$ cat src/source/memctrl_params.svh
// Cache controller geometry: ways, sets, tag width and line layout
`ifndef MEMCTRL_PARAMS_SVH
`define MEMCTRL_PARAMS_SVH

// Associativity
`define MEMCTRL_WAYS 4

// Sets per way, one directory entry each
`define MEMCTRL_SETS 16

// Tag bits stored in every directory entry
`define MEMCTRL_TAG_W 8

// Data word, stored as one RAM per byte lane
`define MEMCTRL_WORD_W 32

// Words in a cache line
`define MEMCTRL_LINE_WORDS 4

`endif

$ cat src/source/memctrl_pkg.sv
// Cache controller package: directory entry, request and result types
`default_nettype none

`include "memctrl_params.svh"

package memctrl_pkg;

    typedef logic [$clog2(`MEMCTRL_SETS)-1:0]       set_t;
    typedef logic [`MEMCTRL_TAG_W-1:0]              tag_t;
    typedef logic [`MEMCTRL_WAYS-1:0]               way_vec_t;
    typedef logic [$clog2(`MEMCTRL_LINE_WORDS)-1:0] word_idx_t;
    typedef logic [`MEMCTRL_WORD_W-1:0]             data_word_t;
    typedef logic [`MEMCTRL_WORD_W/8-1:0]           byte_en_t;

    typedef struct packed {
        logic valid;
        logic dirty;
        tag_t tag;
    } dir_entry_t;

    typedef enum logic [1:0] {
        DIR_NONE,
        DIR_LOOKUP,
        DIR_REFILL,
        DIR_INVAL
    } dir_op_e;

    // Lookups carry the tag to compare in entry.tag
    typedef struct packed {
        dir_op_e    op;
        set_t       set;
        way_vec_t   way;
        dir_entry_t entry;
    } dir_req_t;

    typedef enum logic [1:0] {
        DATA_NONE,
        DATA_READ,
        DATA_WRITE,
        DATA_REFILL
    } data_op_e;

    typedef struct packed {
        data_op_e   op;
        set_t       set;
        word_idx_t  word;
        way_vec_t   way;
        data_word_t wdata;
        byte_en_t   be;
    } data_req_t;

    typedef struct packed {
        way_vec_t way;
        tag_t     tag;
        logic     dirty;
    } dir_hit_t;

    typedef struct packed {
        way_vec_t way;
        logic     valid;
        logic     dirty;
        tag_t     tag;
    } dir_victim_t;

endpackage

`default_nettype wire

$ cat src/source/memctrl_victim_sel.sv
// Victim selection: lowest invalid way, else per-set round-robin pointer
`timescale 1ns/1ps
`default_nettype none

`include "memctrl_params.svh"

module memctrl_victim_sel (
    input  logic                  clk_i,
    input  logic                  rst_ni,
    input  memctrl_pkg::set_t     lookup_set_i,
    input  memctrl_pkg::way_vec_t valid_i,
    input  logic                  refill_i,
    input  memctrl_pkg::set_t     refill_set_i,
    input  memctrl_pkg::way_vec_t refill_way_i,
    output memctrl_pkg::way_vec_t victim_way_o
);
    import memctrl_pkg::*;

    way_vec_t rr_ptr_q [`MEMCTRL_SETS];
    way_vec_t next_ptr;
    way_vec_t first_inval;

    // Way after the refilled one, wrapping to way 0
    assign next_ptr = {refill_way_i[`MEMCTRL_WAYS-2:0], refill_way_i[`MEMCTRL_WAYS-1]};

    always_ff @(posedge clk_i or negedge rst_ni) begin
        if (!rst_ni) begin
            for (int s = 0; s < `MEMCTRL_SETS; s++) begin
                rr_ptr_q[s] <= way_vec_t'(1);
            end
        end else if (refill_i) begin
            rr_ptr_q[refill_set_i] <= next_ptr;
        end
    end

    // Isolate lowest set bit of the invalid mask, x & -x with x = ~valid
    assign first_inval = ~valid_i & way_vec_t'(valid_i + 1'b1);

    assign victim_way_o = (&valid_i) ? rr_ptr_q[lookup_set_i] : first_inval;

    a_victim_onehot: assert property (@(posedge clk_i) disable iff (!rst_ni)
        !$isunknown(valid_i) && !$isunknown(lookup_set_i) |-> $onehot(victim_way_o))
        else $error("memctrl_victim_sel: victim way %h is not one-hot", victim_way_o);

endmodule

`default_nettype wire

$ cat config.mk
export PLATFORM = sky130hd
export DESIGN_NAME = memctrl_victim_sel
export DESIGN_NICKNAME = d
export VERILOG_FILES = /design/src/source/memctrl_pkg.sv /design/src/source/memctrl_victim_sel.sv
export VERILOG_INCLUDE_DIRS = /design/src /design/src/source
export SDC_FILE = /design/constraint.sdc
export NUM_CORES = 1
export LEC_CHECK = 0
export ABC_CLOCK_PERIOD_IN_PS = 1850
export BUFFER_PORTS_ARGS = -buffer_cell sky130_fd_sc_hd__buf_2
export CAP_MARGIN = 20
export CELL_PAD_IN_SITES_DETAIL_PLACEMENT = 0
export CELL_PAD_IN_SITES_GLOBAL_PLACEMENT = 2
export CORE_UTILIZATION = 43
export DETAILED_ROUTE_END_ITERATION = 10
export PLACE_DENSITY_LB_ADDON = 0.1
export RECOVER_POWER = 100
export SYNTH_ARGS = -nofsm -noshare
export SYNTH_HDL_FRONTEND = slang
export SYNTH_SLANG_ARGS = --single-unit
$ cat constraint.sdc
create_clock -name clk_i -period 1.85 [get_ports clk_i]
set_clock_uncertainty 0.05 [all_clocks]
set_input_delay 0 -clock clk_i [delete_from_list [all_inputs] [get_ports clk_i]]
set_output_delay 0 -clock clk_i [all_outputs]
set_load 0.01 [all_outputs]
# Word-level counts from Yosys, hierarchy flattened
# Index checks and enable logic that the tools add are counted.
# totals
register_bits	64
out_inout_bits	4
word_cells	33
# classes
n_addsub	1
order_cmp	3
muxes	7
bitwise	4
n_reduce_logical	2
# ops
cell	count
64-bit bitwise mux	1
4-bit binary-select mux with 4-bit select	1
4-bit demux with 4-bit select	1
4-bit two-way mux	4
5-bit >= comparator (second input constant)	2
4-bit NOT with 5-bit output	2
5-bit by 1-bit less-than comparator with 1-bit output (second input constant)	1
4-bit by 1-bit adder with 4-bit output (second input constant)	1
4-bit bitwise AND	1
4-bit NOT	1
4-bit AND reduction	1
1-bit logical AND	1

# Longest topological paths before layout
# depth
word_depth	6
ltp_mapped	6
ltp_nobuf	4

# Least setup slack after synthesis
# OpenSTA, ideal clock, no wires.
# synth_path
kind	flip-flop to output port
startpoint	register rr_ptr_q[35] in the netlist's numbering
endpoint	output victim_way_o[3]
t_arrival_ps	1427
slack_ps	373
stages_incl_launch_ff	5
path_buffers	0
path_cell_list	dfrtp_1 > mux4_1 > mux4_2 > inv_1 > a21oi_1
# synth_via
elab_chain_len	4
# synth_lines
item	line	source
start, declared	memctrl_victim_sel.sv:19	way_vec_t rr_ptr_q [`MEMCTRL_SETS];
start signal, assigned by index	memctrl_victim_sel.sv:29	rr_ptr_q[s] <= way_vec_t'(1);
start signal, assigned by index	memctrl_victim_sel.sv:32	rr_ptr_q[refill_set_i] <= next_ptr;
4-bit binary-select mux with 4-bit select	memctrl_victim_sel.sv:39	assign victim_way_o = (&valid_i) ? rr_ptr_q[lookup_set_i] : first_inval;
4-bit two-way mux (not written as such) (2 in series)	memctrl_victim_sel.sv:39	
4-bit two-way mux	memctrl_victim_sel.sv:39	
end, declared	memctrl_victim_sel.sv:15	output memctrl_pkg::way_vec_t victim_way_o
# No other way between the ends. The select of a mux whose other input is x is not followed.

# Worst setup path in the final report
# layout_path
startpoint	register rr_ptr_q[19] in the netlist's numbering
endpoint	output victim_way_o[3]
# The elaborated chain is that of the path after synthesis.

==> impl_metrics.json <==
{
  "hold_viol": 0,
  "cts.path.max_buffers": 2,
  "areaGrowthSynthToFinish_pct": 13.5,
  "diodes": 0,
  "yosysTopAreaCell": "dfrtp_1",
  "tritoncts": "built",
  "multi_input_area_um2": 1410,
  "groute.usage.overall": 0.205,
  "setup_viol": 1,
  "fin_total_pwr_mw": 3.63,
  "worstPathRequired_ps": 1800,
  "drt_wl_total_um": 6780,
  "clkTransAtPathRegs_ps": 70,
  "ys_seq_area_frac": 0.530,
  "seq_area_um2": 1620,
  "grt_start_max_net_pins": 65,
  "fmax_mhz": 509,
  "fin_util": 0.508,
  "power_leakage_nw": 1.47,
  "avgViaCountPerCell": 5.50,
  "status": "finished with violations",
  "hold_depth": 2,
  "netlist_instances": 202,
  "clk_latency_ps": 330,
  "synth_area_um2": 3060,
  "ioPinCount": 23,
  "drtIter0Drc": 66,
  "ys_warn_count": 0,
  "wl_per_cell_um": 20.4,
  "r2r-end": "rr_ptr_q[55]$_DFFE_PN0P_",
  "dr.pass1.iters": 4,
  "final_nets": 251,
  "cp-endpoint": "victim_way_o[3]",
  "fp.dieArea_um2": 7450,
  "top_regs": "rr_ptr_q: 64 flops",
  "synth_fp_nets": 221,
  "synth_seq_cells": 64,
  "dp_cells": 314,
  "drive_gt1_frac": 0.346,
  "stdcell_area_um2": 3470,
  "vias": 1833,
  "avgSynthCellArea_um2": 15.1,
  "rows": 30,
  "crit_arrival_ps": 1910,
  "path_max_fanout": 2,
  "swShare": 0.266,
  "cts_sinks": 64,
  "fp.dieW_um": 86.3,
  "initial_core_util": 0.448,
  "largest_reg_flops": 64,
  "grt.overflow.total": 0,
  "p_comb_frac": 0.184,
  "yosys.area.top_type_share": 0.393,
  "place_area_um2": 3280,
  "crit_path_start_kind": "flip-flop",
  "drc": 0,
  "fin_crit_ps": 1960,
  "regMostFlops": "rr_ptr_q",
  "design.core.area_um2": 6830,
  "min_path_type": "primary input to flip-flop",
  "rsz0062_at_grt": "yes",
  "ir_drop_mv": 0.510,
  "p_clk_frac": 0.281,
  "slew_headroom": -0.0368,
  "dp.final_hpwl_um": 4640,
  "crit_start": "rr_ptr_q[19]$_DFFE_PN0P_",
  "gp_congestion": 0.739,
  "seq_power_share": 0.535,
  "reg2reg_depth": 2,
  "fin_ws_ps": -114,
  "r2r_setup_slack_ps": 870,
  "cts_made_buffers": 9,
  "io_buffers": 22,
  "violations": "max-capacitance violations, max-slew violations, negative setup slack",
  "ant_nets": 0,
  "end_kind": "primary output",
  "grt_pass1_vias": 1942,
  "grt_pass1_wl_um": 10800,
  "synth_cell_type_count": 25,
  "switching_power_mw": 0.965,
  "fill_cells": 617,
  "layout_worst_path_cycle_share": 1.06,
  "crit_type": "flip-flop to primary output",
  "finalMaxSlewViolations": 65,
  "ctsHtreeMaxLevel": 3,
  "die_y_um": 86.3,
  "intPower_mw": 2.66,
  "drv_cap": 1,
  "r2r_start": "rr_ptr_q[55]$_DFFE_PN0P_",
  "p_per_area_nw_per_um2": 1040,
  "antenna_found_initial": 0,
  "synthTopCellsByArea": "dfrtp_1 (39%), mux2_1 (24%), dfstp_2 (14%), mux4_2 (8.8%), mux4_1 (3.4%)",
  "max_slew.worst_pin.slew_ps": 1560,
  "root_buffer": "clkbuf_8",
  "finalNonFillerCells": 333
}
## what timing repair did
action | CTS | global route
hold buffers | 1 | 0
endpoints found under the hold margin | 64 | 0
pin swaps | 2 | 3
setup endpoints to repair | 3 | 4
cloned | 0 | 0
buffers inserted | 2 | 0
gates resized for setup | 12 | 2
## worst min path at each step
stage | from | endpoint | slack (ps)
floorplan | rst_ni | rr_ptr_q[10]$_DFFE_PN0P_ | -350
global placement | rst_ni | rr_ptr_q[54]$_DFFE_PN0P_ | -20
detailed placement | rst_ni | rr_ptr_q[54]$_DFFE_PN0P_ | -8
CTS | refill_way_i[2] | rr_ptr_q[63]$_DFFE_PN0P_ | 20
global route | refill_way_i[2] | rr_ptr_q[63]$_DFFE_PN0P_ | 40
finish | refill_way_i[2] | rr_ptr_q[15]$_DFFE_PN0P_ | 40
## routing by layer
metal | part of all wire | GRT usage | vias up
li1 | - | - | 813
met1 | 0.46 | 0.281 | 979
met2 | 0.50 | 0.330 | 31
met3 | 0.026 | 0.0343 | 10
met4 | 0.015 | 0.0773 | 0
met5 | 0 | 0 | -
## synthesized netlist by cell type (all sizes together)
cell type and instances:
a21oi 3, and4 1, buf 4, clkbuf 5, dfrtp 48, dfstp 16, inv 2, mux2 68
mux2i 3, mux4 16, nand2 6, nand2b 5, nand3 5, nand3b 1, nor2 10, nor2b 3
nor3b 1, o211ai 1, o221ai 2, o31ai 1, or3 1
## placed cells by master (no fill, tap or decap), types with 2 or more instances in the layout
cell / n
a21oi_1: 2
buf_2: 20
buf_4: 3
clkbuf_1: 4
clkbuf_8: 9
clkinv_2: 4
dfrtp_1: 48
dfstp_2: 16
mux2_1: 65
mux2_4: 3
mux2i_1: 3
mux4_2: 16
nand2_1: 5
nand2b_1: 5
nand3_1: 3
nand3_2: 2
nor2_1: 10
nor2b_1: 3
o221ai_2: 2
## critical path, cell delays in order (launching register included)
cell and delay [ps]:
dfrtp_1 380, mux4_2 460, mux4_2 490, inv_2 70, a21oi_2 40, buf_2 130
## power groups by stage
| stage | clock network, mW | registers, mW | logic [mW] |
|---|---|---|---|
| global placement | 0 | 1.93 | 0.614 |
| detailed placement | 0 | 1.96 | 0.640 |
| finish | 1.02 | 1.94 | 0.668 |
| floorplan | 0 | 1.90 | 0.474 |
| CTS | 1.05 | 1.94 | 0.682 |
| global route | 1.11 | 1.98 | 0.733 |
## per-stage QoR
step | hold WS [ps] | setup WS (ps) | setup TNS (ps)
3_5_place_dp | -7.62 | 193 | 0
4_1_cts | 19.4 | -136 | -136
5_1_grt | 43.3 | -200 | -7650
6_report | 44.6 | -114 | -114
3_3_place_gp | -23.0 | 208 | 0
2_1_floorplan | -346 | 373 | 0
## final cells by class
type | count | share of cell area
Clock inverter | 6 | 0.0105
Tap cell | 96 | 0.0346
Sequential cell | 64 | 0.467
Inverter | 2 | 0.00216
Clock buffer | 10 | 0.0368
Multi-Input combinational cell | 127 | 0.406
Timing Repair Buffer | 28 | 0.0429
## kinds of logic (layout without fill, tap and decap cells)
kind of cell           Yosys count  in the layout  share of synthesized area
muxes                           87             87                      0.383
and+or+nand+nor                 33             33                     0.0544
buffers and inverters           11             46                     0.0168
AOI/OAI and AO/OA                7              7                     0.0155
DFF                             64             64                      0.530
No activity file was read; power rests on OpenSTA's default activity.
