===== src/source/memctrl_params.svh =====
// Cache controller geometry: ways, sets, tag width and line layout
`ifndef MEMCTRL_PARAMS_SVH
`define MEMCTRL_PARAMS_SVH

// Associativity
`define MEMCTRL_WAYS 4

// Sets per way, one directory entry each
`define MEMCTRL_SETS 16

// Tag bits stored in every directory entry
`define MEMCTRL_TAG_W 8

// Data word, stored as one RAM per byte lane
`define MEMCTRL_WORD_W 32

// Words in a cache line
`define MEMCTRL_LINE_WORDS 4

`endif


===== src/source/memctrl_pkg.sv =====
// Cache controller package: directory entry, request and result types
`default_nettype none

`include "memctrl_params.svh"

package memctrl_pkg;

    typedef logic [$clog2(`MEMCTRL_SETS)-1:0]       set_t;
    typedef logic [`MEMCTRL_TAG_W-1:0]              tag_t;
    typedef logic [`MEMCTRL_WAYS-1:0]               way_vec_t;
    typedef logic [$clog2(`MEMCTRL_LINE_WORDS)-1:0] word_idx_t;
    typedef logic [`MEMCTRL_WORD_W-1:0]             data_word_t;
    typedef logic [`MEMCTRL_WORD_W/8-1:0]           byte_en_t;

    typedef struct packed {
        logic valid;
        logic dirty;
        tag_t tag;
    } dir_entry_t;

    typedef enum logic [1:0] {
        DIR_NONE,
        DIR_LOOKUP,
        DIR_REFILL,
        DIR_INVAL
    } dir_op_e;

    // Lookups carry the tag to compare in entry.tag
    typedef struct packed {
        dir_op_e    op;
        set_t       set;
        way_vec_t   way;
        dir_entry_t entry;
    } dir_req_t;

    typedef enum logic [1:0] {
        DATA_NONE,
        DATA_READ,
        DATA_WRITE,
        DATA_REFILL
    } data_op_e;

    typedef struct packed {
        data_op_e   op;
        set_t       set;
        word_idx_t  word;
        way_vec_t   way;
        data_word_t wdata;
        byte_en_t   be;
    } data_req_t;

    typedef struct packed {
        way_vec_t way;
        tag_t     tag;
        logic     dirty;
    } dir_hit_t;

    typedef struct packed {
        way_vec_t way;
        logic     valid;
        logic     dirty;
        tag_t     tag;
    } dir_victim_t;

endpackage

`default_nettype wire


===== src/source/memctrl_sram.sv =====
// Single-port synchronous RAM with registered read and a generic payload type
`timescale 1ns/1ps
`default_nettype none

module memctrl_sram #(
    parameter type         payload_t = logic,
    parameter int unsigned DEPTH     = 16
) (
    input  logic                     clk_i,
    input  logic                     cs_i,
    input  logic                     we_i,
    input  logic [$clog2(DEPTH)-1:0] addr_i,
    input  payload_t                 wdata_i,
    output payload_t                 rdata_o
);

    payload_t mem_q [DEPTH];

    // Read data holds while the RAM is idle or written
    always_ff @(posedge clk_i) begin
        if (cs_i) begin
            if (we_i) begin
                mem_q[addr_i] <= wdata_i;
            end else begin
                rdata_o <= mem_q[addr_i];
            end
        end
    end

endmodule

`default_nettype wire


===== src/source/memctrl_dir.sv =====
// Cache directory: command mux, init sequencer, per-way tag RAMs and lookup registers
`timescale 1ns/1ps
`default_nettype none

`include "memctrl_params.svh"

module memctrl_dir (
    input  logic                                      clk_i,
    input  logic                                      rst_ni,
    input  memctrl_pkg::dir_req_t                     dir_req_i,
    output logic                                      ready_o,
    output memctrl_pkg::dir_entry_t [`MEMCTRL_WAYS-1:0] rentries_o,
    output memctrl_pkg::tag_t                         lookup_tag_o,
    output memctrl_pkg::set_t                         lookup_set_o
);
    import memctrl_pkg::*;

    logic       init_done_q;
    set_t       init_set_q;

    set_t       dir_addr;
    way_vec_t   dir_cs;
    way_vec_t   dir_we;
    dir_entry_t dir_wentry;

    // Clear one set per cycle in all ways, then report ready
    always_ff @(posedge clk_i or negedge rst_ni) begin
        if (!rst_ni) begin
            init_done_q <= 1'b0;
            init_set_q  <= '0;
        end else if (!init_done_q) begin
            init_set_q <= init_set_q + 1'b1;
            if (init_set_q == set_t'(`MEMCTRL_SETS - 1)) begin
                init_done_q <= 1'b1;
            end
        end
    end

    assign ready_o = init_done_q;

    always_comb begin
        dir_addr   = dir_req_i.set;
        dir_cs     = '0;
        dir_we     = '0;
        dir_wentry = '0;

        if (!init_done_q) begin
            dir_addr = init_set_q;
            dir_cs   = '1;
            dir_we   = '1;
        end else begin
            case (dir_req_i.op)
                // Read every way of the set
                DIR_LOOKUP: begin
                    dir_cs = '1;
                end
                DIR_REFILL: begin
                    dir_cs     = dir_req_i.way;
                    dir_we     = dir_req_i.way;
                    dir_wentry = dir_req_i.entry;
                end
                // Zero entry clears valid and dirty
                DIR_INVAL: begin
                    dir_cs = dir_req_i.way;
                    dir_we = dir_req_i.way;
                end
                default: begin
                end
            endcase
        end
    end

    for (genvar w = 0; w < `MEMCTRL_WAYS; w++) begin : g_way
        memctrl_sram #(
            .payload_t (dir_entry_t),
            .DEPTH     (`MEMCTRL_SETS)
        ) u_dir_ram (
            .clk_i,
            .cs_i      (dir_cs[w]),
            .we_i      (dir_we[w]),
            .addr_i    (dir_addr),
            .wdata_i   (dir_wentry),
            .rdata_o   (rentries_o[w])
        );
    end

    // Set and tag line up with the RAM output one cycle later
    always_ff @(posedge clk_i) begin
        if (init_done_q && dir_req_i.op == DIR_LOOKUP) begin
            lookup_set_o <= dir_req_i.set;
            lookup_tag_o <= dir_req_i.entry.tag;
        end
    end

    a_no_cmd_before_ready: assert property (@(posedge clk_i) disable iff (!rst_ni)
        !ready_o |-> dir_req_i.op == DIR_NONE)
        else $error("memctrl_dir: directory command during init");

    a_write_way_onehot: assert property (@(posedge clk_i) disable iff (!rst_ni)
        dir_req_i.op inside {DIR_REFILL, DIR_INVAL} |-> $onehot(dir_req_i.way))
        else $error("memctrl_dir: refill or inval way is not one-hot");

endmodule

`default_nettype wire


===== config.mk =====
export PLATFORM = sky130hd
export DESIGN_NAME = memctrl_dir
export DESIGN_NICKNAME = d
export VERILOG_FILES = /design/src/source/memctrl_pkg.sv /design/src/source/memctrl_sram.sv /design/src/source/memctrl_dir.sv
export VERILOG_INCLUDE_DIRS = /design/src /design/src/source
export SDC_FILE = /design/constraint.sdc
export NUM_CORES = 1
export LEC_CHECK = 0
export ABC_AREA = 1
export BUFFER_PORTS_ARGS = -buffer_cell sky130_fd_sc_hd__buf_2
export CAP_MARGIN = 20
export CORE_UTILIZATION = 30
export CTS_BUF_LIST = sky130_fd_sc_hd__clkbuf_2
export DETAILED_ROUTE_END_ITERATION = 6
export PLACE_DENSITY_LB_ADDON = 0.1
export SLEW_MARGIN = 25
export SYNTH_ARGS = -nofsm -noshare
export SYNTH_HDL_FRONTEND = slang
export SYNTH_HIERARCHICAL = 1
export SYNTH_SLANG_ARGS = --single-unit

===== constraint.sdc =====
create_clock -name clk_i -period 5.1 [get_ports clk_i]
set_input_delay 0.51 -clock clk_i [delete_from_list [all_inputs] [get_ports clk_i]]
set_output_delay 0.51 -clock clk_i [all_outputs]
set_load 0.005 [all_outputs]

After elaboration in Yosys (flattened, before gate mapping)
Memories as Yosys holds them, arrays and structs flattened. A register that Yosys moved wholly into a read port is not among the register bits.
Cells that the tools add are included.
Word-level totals
  register bits: 17
  bits in latches: 0
  memory bits (writable): 640
  memory bits (read-only): 0
  input bits: 22
  output and inout bits: 53
  logic and storage cells: 44
  memories: 4
Operators by class
  add/subtract/negate cells: 1
  multiply operators: 0
  divide/modulo/power cells: 0
  $lt $le $gt $ge: 0
  eq/ne operators: 4
  shift-type cells: 0
  mux-type cells: 21
  bitwise gates (word level): 4
  reductions and logical operators: 6
Memory list
  g_way[0].u_dir_ram.mem_q: depth 16, bits a word 10, rd ports 1, clocked after memory_dff 1, wr ports 1, RTL line memctrl_sram.sv:17  | payload_t mem_q [DEPTH];
  g_way[1].u_dir_ram.mem_q: depth 16, bits a word 10, rd ports 1, clocked after memory_dff 1, wr ports 1, RTL line memctrl_sram.sv:17
  g_way[2].u_dir_ram.mem_q: depth 16, bits a word 10, rd ports 1, clocked after memory_dff 1, wr ports 1, RTL line memctrl_sram.sv:17
  g_way[3].u_dir_ram.mem_q: depth 16, bits a word 10, rd ports 1, clocked after memory_dff 1, wr ports 1, RTL line memctrl_sram.sv:17
Operators with widths (count)
  $mux 10: 2
  $mux 4: 4
  $mux 1: 14
  $pmux 4 s2: 1
  $reduce_and 2->1: 4
  $add 4x1->4 const B: 1
  $eq 2x2->1 const B: 2
  $eq 4x4->1 const B: 1
  $not 1->1: 4
  $eq 2x1->1 const B: 1
  $reduce_or 2->1: 1
  $logic_and 1x1->1: 1

Longest topological paths before layout
Gate-level depths: netlist of run 1.
  depth in word-level cells: 7
  mapped depth: 14
  mapped depth without buffers: 12

By module
Netlist of run 1, hierarchy kept.
By module, submodules not included
  memctrl_sram: times used 4, cells an instance 683, area each 7130.6 um^2, seq. area each 5104.9 um^2
  memctrl_dir: times used 1, cells an instance 86, area each 805.8 um^2, seq. area each 485.5 um^2

Worst setup path after synthesis of run 1
No wires, ideal clock.
  kind: input -> register
  from: in dir_req_i[19] (netlist name)
  to: mem g_way[0].u_dir_ram/mem_q[0][0] (netlist name) (data pin)
  library setup time: 499 ps
  arrival time: 2218 ps
  data required time: 4601 ps
  setup slack: 2383 ps
  cell stages on the path: 4
  path buffers: 0
  cell sequence: inv_2 nor2_4 nand2_4 nor2_1
RTL lines
  start: declaration: RTL line memctrl_dir.sv:10  | input memctrl_pkg::dir_req_t dir_req_i,
  end: declaration: RTL line memctrl_sram.sv:17

Worst setup path in the final report of run 1
  from: reg init_done_q (netlist: ready_o)
  to: mem g_way[0].u_dir_ram/mem_q[5][7] (netlist name), enable pin
On the way
  elaborated cells on any way between the ends: 6
  those cells by class: mux: 6
RTL lines
  start: declaration: RTL line memctrl_dir.sv:18  | logic init_done_q;
  start signal: assignment: RTL line memctrl_dir.sv:29  | init_done_q <= 1'b0;
  start signal: assignment: RTL line memctrl_dir.sv:34  | init_done_q <= 1'b1;
  $mux 4: RTL line memctrl_dir.sv:47  | if (!init_done_q) begin
  named net dir_addr[2]: RTL line memctrl_dir.sv:21  | set_t dir_addr;
The timed path passes the listed nets, and every way through them passes these cells.

==> results of run 1 <==
[per-stage QoR]
stage / setup slack [ns] / instance area (µm²) / utilization (%) / cells / hold slack (ns)
after CTS: 1.38 / 32900 / 34.0 / 4459 / 0.00344
after detailed placement: 1.40 / 30900 / 31.9 / 4089 / 0.370
after floorplan: 2.38 / 29300 / - / 2818 / 0.214
after global placement: 1.50 / 30800 / 31.9 / 4088 / 0.369
final: 1.43 / 32900 / 34.0 / 4461 / 0.230
after global routing: 1.13 / 32900 / 34.0 / 4461 / 0.123
[worst min-delay path: stages]
cell and delay (ns):
dlygate4sd3_1 0.54, buf_2 0.14, inv_1 0.08, nor2_4 0.15
[how the worst min path moves through the flow]
| stage | end | slack [ns] | cells after the start |
|---|---|---|---|
| detailed placement | init_set_q[3] | 0.37 | 1 |
| CTS | g_way[0].u_dir_ram/mem_q[7][1] | 0.003 | 4 |
| global placement | init_set_q[0] | 0.37 | 1 |
| global route | g_way[0].u_dir_ram/mem_q[7][1] | 0.12 | 4 |
| floorplan | init_set_q[0] | 0.21 | 0 |
| finish | g_way[0].u_dir_ram/mem_q[7][1] | 0.23 | 4 |
[power breakdown]
| part | internal, µW | switching, µW |
|---|---|---|
| logic | 120 | 431 |
| registers | 6310 | 9.69 |
| clock network | 1480 | 2360 |
| total | 7900 | 2800 |
[synthesized netlist by cell type, types with 3 or more instances]
| master | n | area (µm²) |
|---|---|---|
| nand2_1 | 1756 | 6590 |
| edfxtp_1 | 692 | 20800 |
| inv_1 | 114 | 428 |
| nor2_1 | 88 | 330 |
| buf_2 | 72 | 360 |
| buf_6 | 26 | 293 |
| nand3_1 | 21 | 105 |
| inv_2 | 10 | 37.5 |
| buf_4 | 8 | 60.1 |
| clkbuf_8 | 8 | 110 |
| clkinv_1 | 8 | 30.0 |
| dfrtp_1 | 5 | 125 |
| o21ai_0 | 3 | 15.0 |
[registers in the layout (all words and copies together) (netlist names)]
name                     cells
lookup_set_o                 4
ready_o                      1
g_way.u_dir_ram/rdata_o     40
g_way.u_dir_ram/mem_q      640
init_set_q                   4
lookup_tag_o                 8
[area by class of cell]
class / count / area, µm² / area share (%)
Clock buffer: 272 / 1360 / 4.14
Multi-Input combinational cell: 1875 / 7240 / 22.0
Antenna cell: 2 / 5.00 / 0.0152
Timing Repair Buffer: 148 / 1060 / 3.21
Clock inverter: 59 / 255 / 0.775
Tap cell: 1276 / 1600 / 4.85
Inverter: 132 / 495 / 1.51
Sequential cell: 697 / 20900 / 63.5
[cell families after synthesis]
family          Yosys count  share of synthesized area [%]
compound gates            6                          0.115
xor+xnor                  1                         0.0299
fa+ha+maj                 1                         0.0427
buf+inv                 246                           4.50
flops                   697                           71.3
simple gates           1867                           24.0
[per-layer routing]
layer  track usage, %  vias to the layer above
li1                 -                     9594
met1             22.4                     9306
met2             26.4                      457
met3             3.79                      121
met4             5.91                        0
met5                0                        -
[timing repair]
item / CTS / global route
hold buffers: 39 / 0
gates resized for setup: 0 / 0
setup endpoints to repair: 0 / 0
endpoints found under the hold margin: 637 / 0
buffers inserted: 0 / 0
==> results.toml, run 1 <==
[run_status]
status = "finished clean"

[setup_path]
critPathTopFamily = "simple AND/OR/NAND/NOR gates"
crit_start = "ready_o"
path_depth = 7
critPathBufInv = 3
r2r-start = "ready_o"
crit_chain = "inv_2 -> nand2_1 -> nand2_1 -> inv_1 -> nor2_1 -> inv_1 -> nor2_1"
r2r_slack_ns = 1.43
r2r-end = "g_way[0].u_dir_ram/mem_q[5][7]"
crit_type = "reg2reg"
crit_required_ns = 6.10
critPathMaxStageDelay_ns = 0.79
worst_r2r_path_depth = 7
slowest_stage = "nor2_1"
crit_arrival_ns = 4.66
critPathCapture = "g_way[0].u_dir_ram/mem_q[5][7]"
critPathMaxFanout = 14
crit_path_start_kind = "flop"
end_kind = "flop"

[clock_network]
cts-root-buf = "clkbuf_2"
clock-sinks = 697
clk_path_buf_depth = 3
htreeDepth = 4
cts_buffers = 188
clock_latency_ns = 1.40
cts_tree = "built"
path_clk_slew_ns = 0.12

[global_route]
grt_use_total_pct = 16.7
overflow = 0
grt_pass1_vias = 19930
grt_max_degree = 86
grt_pass1_wl_mm = 122
grt_antenna_before_repair = 7

[drt]
wl_per_cell_um = 18.3
wl_met3_mm = 4.00
totalWireLength_mm = 81.6
drc = 0
vias_per_cell = 4.37
drtAntennaViolNets = 0
wl_met1_mm = 38.1
dr.first_iter.drc_count = 1384
top_layer = "met4"
dr.pass1.iters = 5
wl_met2_mm = 38.0
vias = 19478

[placed_design]
place.gp.congestion = 0.795
dp_hpwl_mm = 47.4
port_buffers = 74

[hold_path]
hold_path_class = "in2reg"
min_from = "dir_req_i[1]"

[timing]
fin_crit_sh_pct = 72.0
post-route-min-period_ns = 3.67
max_freq_mhz = 273
rsz0062_at_grt = "no"
hold_viol = 0
setup_viol_count_final = 0
slew_viol_final = 0
fin_tns_setup_ns = 0
finClkSkew_ns = 0.0526
worst_slew_pin_slew_ns = 1.02
relSlewSlack_pct = 31.5

[yosys]
synth.distinct_cells = 20
seq_area_frac_synth_pct = 71.3
syn_nets = 2841
synth_edf_count = 692
synthCells = 2818
synth-async-reset-ratio_pct = 0.717
synth_seq_cells = 697
avgSynthCellArea_um2 = 10.4
synth_flop_cell = "edfxtp_1"
synth_warnings = 6
synth_area_mm2 = 0.0293

[floorplanning]
fp.dieW_um = 315
placementRows = 114
initial_core_util_pct = 30.3
core_mm2 = 0.0967
die_h_um = 315
io_pins = 75
die-area_mm2 = 0.0990

[power]
p_per_area_mw_per_mm2 = 325
p_leak_uw = 0.0149
ir_worst_vdd_mv = 0.198
p_total_uw = 10700

[final_layout]
fillCellCount = 10050
most-common-layout-cells = "1755 x nand2_1, 692 x edfxtp_1, 272 x clkbuf_2"
area_growth_syn_to_layout_pct = 12.2
final_common_cell = "nand2_1"
drive_above_1_share_pct = 13.7
nets = 3065

[run]
maxCapViolCount = 0
(Power assumes the default switching activity.)
==> inputs of run 2 (changes only) <==
==> constraint.sdc (replaced) <==
create_clock -name clk_i -period 3.71 [get_ports clk_i]
set_input_delay 0.371 -clock clk_i [delete_from_list [all_inputs] [get_ports clk_i]]
set_output_delay 0.371 -clock clk_i [all_outputs]
set_load 0.005 [all_outputs]
==> run 2 against run 1 <==
Compared with the run above:
- combinational power is 44% higher
- total power is 42% higher
- first-iteration DRC count is 11% lower
- cell count is 1.3% higher
- count of clock-buffer cells in the layout is 7 higher
- largest power group unchanged
- non-clock buffer count is 51 higher
- sequential cell count stayed put
- sequential power is 37% higher
==> results.toml, run 2 (synthesis results as in run 1) <==
[run_status]
status = "finished clean"

[floorplanning]
placementRows = 114
core_mm2 = 0.0967
die-area_mm2 = 0.0990
die_h_um = 315
initial_core_util_pct = 30.3
io_pins = 75
fp.dieW_um = 315

[placed_design]
place_ws_ns = 0.568
place.gp.congestion = 0.789
dp_hpwl_mm = 47.8
post-place-cells = 4141
port_buffers = 74

[final_layout]
largest_reg_flops = 640
top_regs = "g_way.u_dir_ram/mem_q x640, g_way.u_dir_ram/rdata_o x40, lookup_tag_o x8"
fillCellCount = 9991
area_growth_syn_to_layout_pct = 14.6
drive_above_1_share_pct = 15.1
utilization_pct = 34.7
nets = 3120
regMostFlops = "g_way.u_dir_ram/mem_q"
most-common-layout-cells = "1755 x nand2_1, 692 x edfxtp_1, 279 x clkbuf_2"
final_common_cell = "nand2_1"
final_cells = 4520

[hold_path]
min_from = "dir_req_i[6]"
hold_path_class = "in2reg"
min_to = "g_way[0].u_dir_ram/mem_q[5][6]"
min_path_cells = 5

[clock_network]
clock_latency_ns = 1.43
clk_path_buf_depth = 3
cts_tree = "built"
cts-root-buf = "clkbuf_2"
cts_buffers = 192
clock-sinks = 697
htreeDepth = 4
path_clk_slew_ns = 0.11

[setup_path]
end_kind = "flop"
critPathTopFamily = "simple AND/OR/NAND/NOR gates"
crit_required_ns = 4.68
crit_path_start_kind = "flop"
critPathBufInv = 1
crit_chain = "buf_4 -> nand2_1 -> nand2_4 -> nand3_1 -> nor2_1"
slowest_stage = "nor2_1"
critPathMaxStageDelay_ns = 0.80
crit_arrival_ns = 4.09
r2r-start = "ready_o"
r2r_slack_ns = 0.59
critPathMaxFanout = 45
worst_r2r_path_depth = 5
r2r-end = "g_way[1].u_dir_ram/mem_q[5][2]"
crit_type = "reg2reg"

[timing]
fin_ws_ns = 0.590
setup_viol_count_final = 0
post-route-min-period_ns = 3.12
rsz0062_at_grt = "no"
max_freq_mhz = 320
fin_crit_sh_pct = 84.1
relSlewSlack_pct = 33.8
hold_viol = 0
fin_tns_setup_ns = 0
finClkSkew_ns = 0.114
slew_viol_final = 0
worst_slew_pin_slew_ns = 0.989

[drt]
drtAntennaViolNets = 0
totalWireLength_mm = 82.8
dr.first_iter.drc_count = 1230
dr.pass1.iters = 5
drc = 0
vias = 19900
vias_per_cell = 4.40
wl_per_cell_um = 18.3

[power]
ir_worst_vdd_mv = 0.251
p_leak_uw = 0.0153
p_per_area_mw_per_mm2 = 451

[global_route]
grt_pass1_wl_mm = 125
grt_max_degree = 112
grt_use_total_pct = 16.9
grt_pass1_vias = 20766
overflow = 0
grt_antenna_before_repair = 1

[run]
maxCapViolCount = 0
run 2: cell types whose count changed in the layout (fill, tap and decap cells not counted), moves of 2 or more:
cell,before,now
buf_12,1,14
buf_4,33,73
bufinv_16,1,6
clkbuf_2,272,279
clkinv_2,6,3
clkinvlp_4,0,2
inv_2,16,13
nor2_1,63,69
nor2_2,14,9
run 2: layout make-up:
| type | instances | area (µm²) | share of cell area (%) |
|---|---|---|---|
| Sequential cell | 697 | 20900 | 62.2 |
| Antenna cell | 3 | 7.51 | 0.0223 |
| Tap cell | 1276 | 1600 | 4.75 |
| Clock inverter | 59 | 390 | 1.16 |
| Timing Repair Buffer | 199 | 1580 | 4.70 |
| Inverter | 132 | 495 | 1.47 |
| Multi-Input combinational cell | 1875 | 7230 | 21.5 |
| Clock buffer | 279 | 1400 | 4.16 |
run 2: worst max path at each step:
stage	slack (ns)	cells past startpoint	end	start
finish	0.59	5	g_way[1].u_dir_ram/mem_q[5][2]	ready_o
global route	0.34	5	g_way[1].u_dir_ram/mem_q[5][0]	ready_o
CTS	0.46	5	g_way[0].u_dir_ram/mem_q[9][1]	ready_o
detailed placement	0.57	5	g_way[1].u_dir_ram/mem_q[13][7]	ready_o
global placement	0.62	6	g_way[1].u_dir_ram/mem_q[13][7]	ready_o
floorplan	1.09	3	g_way[0].u_dir_ram/mem_q[0][0]	ready_o
run 2: power breakdown:
part / internal (µW) / switching (µW) / total [µW]
registers: 8670 / 21.0 / 8690
logic: 196 / 596 / 792
clock network: 2420 / 3270 / 5690
total: 11300 / 3880 / 15200
run 2: per-stage QoR:
stage | hold slack [ns] | cell area [µm²] | power (µW)
6_report | 0.220 | 33600 | 15200
5_1_grt | 0.0705 | 33600 | 15900
4_1_cts | 0.000748 | 33600 | 15500
3_5_place_dp | 0.195 | 31400 | 9650
3_3_place_gp | 0.194 | 31400 | 9650
2_1_floorplan | 0.0754 | 29300 | 9300
run 2: worst reg2reg max path, cell delays in order (launching register included):
cell and delay, ns:
dfrtp_1 0.41, buf_4 0.31, nand2_1 0.17, nand2_4 0.58, nand3_1 0.44, nor2_1 0.80
run 2: what timing repair did:
item | in CTS | in global routing
resized for setup | 0 | 0
buffers inserted | 0 | 0
hold endpoints to repair | 1112 | 0
hold buffers | 38 | 0
run 2: metal layers:
metal | up-vias | routed length, µm | GRT usage (%)
met3 | 134 | 3150 | 3.12
met1 | 9631 | 38700 | 22.8
met5 | - | 0 | 0
li1 | 9730 | - | -
met4 | 0 | 1760 | 5.89
met2 | 405 | 39200 | 27.3
==> inputs of run 3 (changes only) <==
==> constraint.sdc (replaced) <==
create_clock -name clk_i -period 2.95 [get_ports clk_i]
set_input_delay 0.295 -clock clk_i [delete_from_list [all_inputs] [get_ports clk_i]]
set_output_delay 0.295 -clock clk_i [all_outputs]
set_load 0.005 [all_outputs]
==> run 3 against run 2 <==
Compared with the run above:
- non-clock buffer count up 49
- sequential share of layout area decreased by 0.63 points
- cell count increased by 0.60%
- first-iteration DRC count rose by 2.2%
- total power increased by 24%
- global-route usage down 0.43 points
- register-to-register slack got worse by 0.37 ns
- sequential cell count is the same
- via count decreased by 1.3%
- count of clock-buffer cells in the layout is 13 lower
- critical path type unchanged
- critical endpoint is now g_way[2].u_dir_ram/mem_q[1][8]
- largest cell class unchanged
- highest routed layer unchanged
==> results.toml, run 3 (synthesis results as in run 1) <==
[run_status]
status = "finished clean"

[floorplanning]
die-area_mm2 = 0.0990
core_mm2 = 0.0967
io_pins = 75
fp.dieW_um = 315
placementRows = 114
die_h_um = 315
initial_core_util_pct = 30.3

[global_route]
grt_use_total_pct = 16.5
overflow = 0
grt_max_degree = 93
grt_pass1_wl_mm = 122
grt_antenna_before_repair = 2
grt_pass1_vias = 20057

[final_layout]
top_regs = "g_way.u_dir_ram/mem_q x640, g_way.u_dir_ram/rdata_o x40, lookup_tag_o x8"
drive_above_1_share_pct = 15.6
utilization_pct = 35.1
nets = 3165
largest_reg_flops = 640
area_growth_syn_to_layout_pct = 15.7
regMostFlops = "g_way.u_dir_ram/mem_q"
final_common_cell = "nand2_1"
fillCellCount = 9972
most-common-layout-cells = "1755 x nand2_1, 692 x edfxtp_1, 266 x clkbuf_2"

[drt]
wl_met3_mm = 3.85
wl_met1_mm = 38.5
wl_per_cell_um = 17.7
wl_met2_mm = 36.6
drc = 0
totalWireLength_mm = 80.4
top_layer = "met4"
vias_per_cell = 4.32
drtAntennaViolNets = 0
vias = 19651
dr.first_iter.drc_count = 1257
dr.pass1.iters = 5

[clock_network]
ctsResizeCount = 0
clock_latency_ns = 1.39
cts_tree = "built"
cts_buffers = 188
cts-root-buf = "clkbuf_2"
htreeDepth = 4
path_clk_slew_ns = 0.10
clk_path_buf_depth = 3
clock-sinks = 697

[power]
p_per_area_mw_per_mm2 = 553
p_leak_uw = 0.0155
combPwrFrac_pct = 5.4
internal_power_uw = 14100
ir_worst_vdd_mv = 0.325
p_sw_uw = 4680
switching_share_pct = 24.9
clkPwrFrac_pct = 36.5
seq_power_share_pct = 58.2

[hold_path]
hold_path_class = "in2reg"
min_path_cells = 6

[timing]
hold_viol = 0
rsz0062_at_grt = "no"
finClkSkew_ns = 0.0988
setup_viol_count_final = 0
worst_slew_pin_slew_ns = 0.884
relSlewSlack_pct = 41.1
fin_tns_setup_ns = 0
fin_crit_sh_pct = 92.6
post-route-min-period_ns = 2.73
slew_viol_final = 0
max_freq_mhz = 366

[placed_design]
port_buffers = 74
dp_hpwl_mm = 47.9
place.gp.congestion = 0.786

[setup_path]
end_kind = "flop"
critPathMaxFanout = 56
crit_arrival_ns = 3.81
worst_r2r_path_depth = 5
crit_required_ns = 4.03
crit_type = "reg2reg"
crit_path_start_kind = "flop"

[run]
maxCapViolCount = 0
[run 3: cell count changes in the layout (fill, tap and decap cells not counted), sizes merged]
| cell | change |
|---|---|
| buf | +40 |
| diode | -2 |
| inv | +2 |
| clkbuf | -13 |
| dlygate4sd3 | +9 |
| clkinv | -9 |
[run 3: through the flow]
stage	cells	hold WS (ns)	cell area, µm²	total power [µW]	setup slack, ns
finish	4547	0.231	33900	18800	0.219
global route	4547	0.129	33900	19700	0.0554
CTS	4546	0.00294	33900	19200	0.112
detailed placement	4181	0.152	31800	12100	0.382
global placement	4181	0.153	31800	12100	0.447
floorplan	2818	-0.000591	29300	11700	0.329
[run 3: repair_timing]
| item | in CTS | in global routing |
|---|---|---|
| hold buffers | 47 | 0 |
| setup endpoints to repair | 0 | 0 |
| setup buffers | 0 | 0 |
| endpoints found under the hold margin | 1382 | 0 |
[run 3: final cells by class]
type	instances	area, µm²	share of cell area [%]
clock buffers	266	1330	3.92
flip-flops and latches	697	20900	61.6
clock inverters	52	364	1.07
inverters	132	495	1.46
multi-input cells	1875	7200	21.2
repair buffers	248	2040	6.02
diodes	1	2.50	0.00737
well taps	1276	1600	4.70
[run 3: critical path, cell delays in order (launching register included)]
cell and delay [ns]:
dfrtp_1 0.46, buf_4 0.32, nand2_4 0.23, nor2_4 0.14
dlygate4sd3_1 0.87, buf_12 0.36
[run 3: power by group through the flow]
| stage | Sequential [µW] | Clock [µW] | Combinational [µW] |
|---|---|---|---|
| 5_1_grt | 10900 | 7660 | 1120 |
| 4_1_cts | 10900 | 7210 | 1040 |
| 6_report | 10900 | 6850 | 1010 |
| 3_3_place_gp | 11200 | 0 | 985 |
| 2_1_floorplan | 11200 | 0 | 544 |
| 3_5_place_dp | 11200 | 0 | 986 |
[run 3: final timing paths]
path / from / endpoint / slack (ns)
setup / recovery: ready_o / g_way[2].u_dir_ram/mem_q[1][8] / 0.22
hold / removal: dir_req_i[13] / g_way[3].u_dir_ram/rdata_o[6] / 0.23
setup reg to reg: ready_o / g_way[2].u_dir_ram/mem_q[1][8] / 0.22
hold reg to reg: init_set_q[0] / init_set_q[0] / 0.55
max in group asynchronous: rst_ni / ready_o / 2.25
min in group asynchronous: rst_ni / init_set_q[3] / 0.45
[run 3: metal layers]
layer | global-route usage (%) | up-vias
met1 | 22.9 | 9323
met5 | 0 | -
met3 | 3.50 | 114
li1 | - | 9784
met2 | 25.5 | 430
met4 | 5.59 | 0
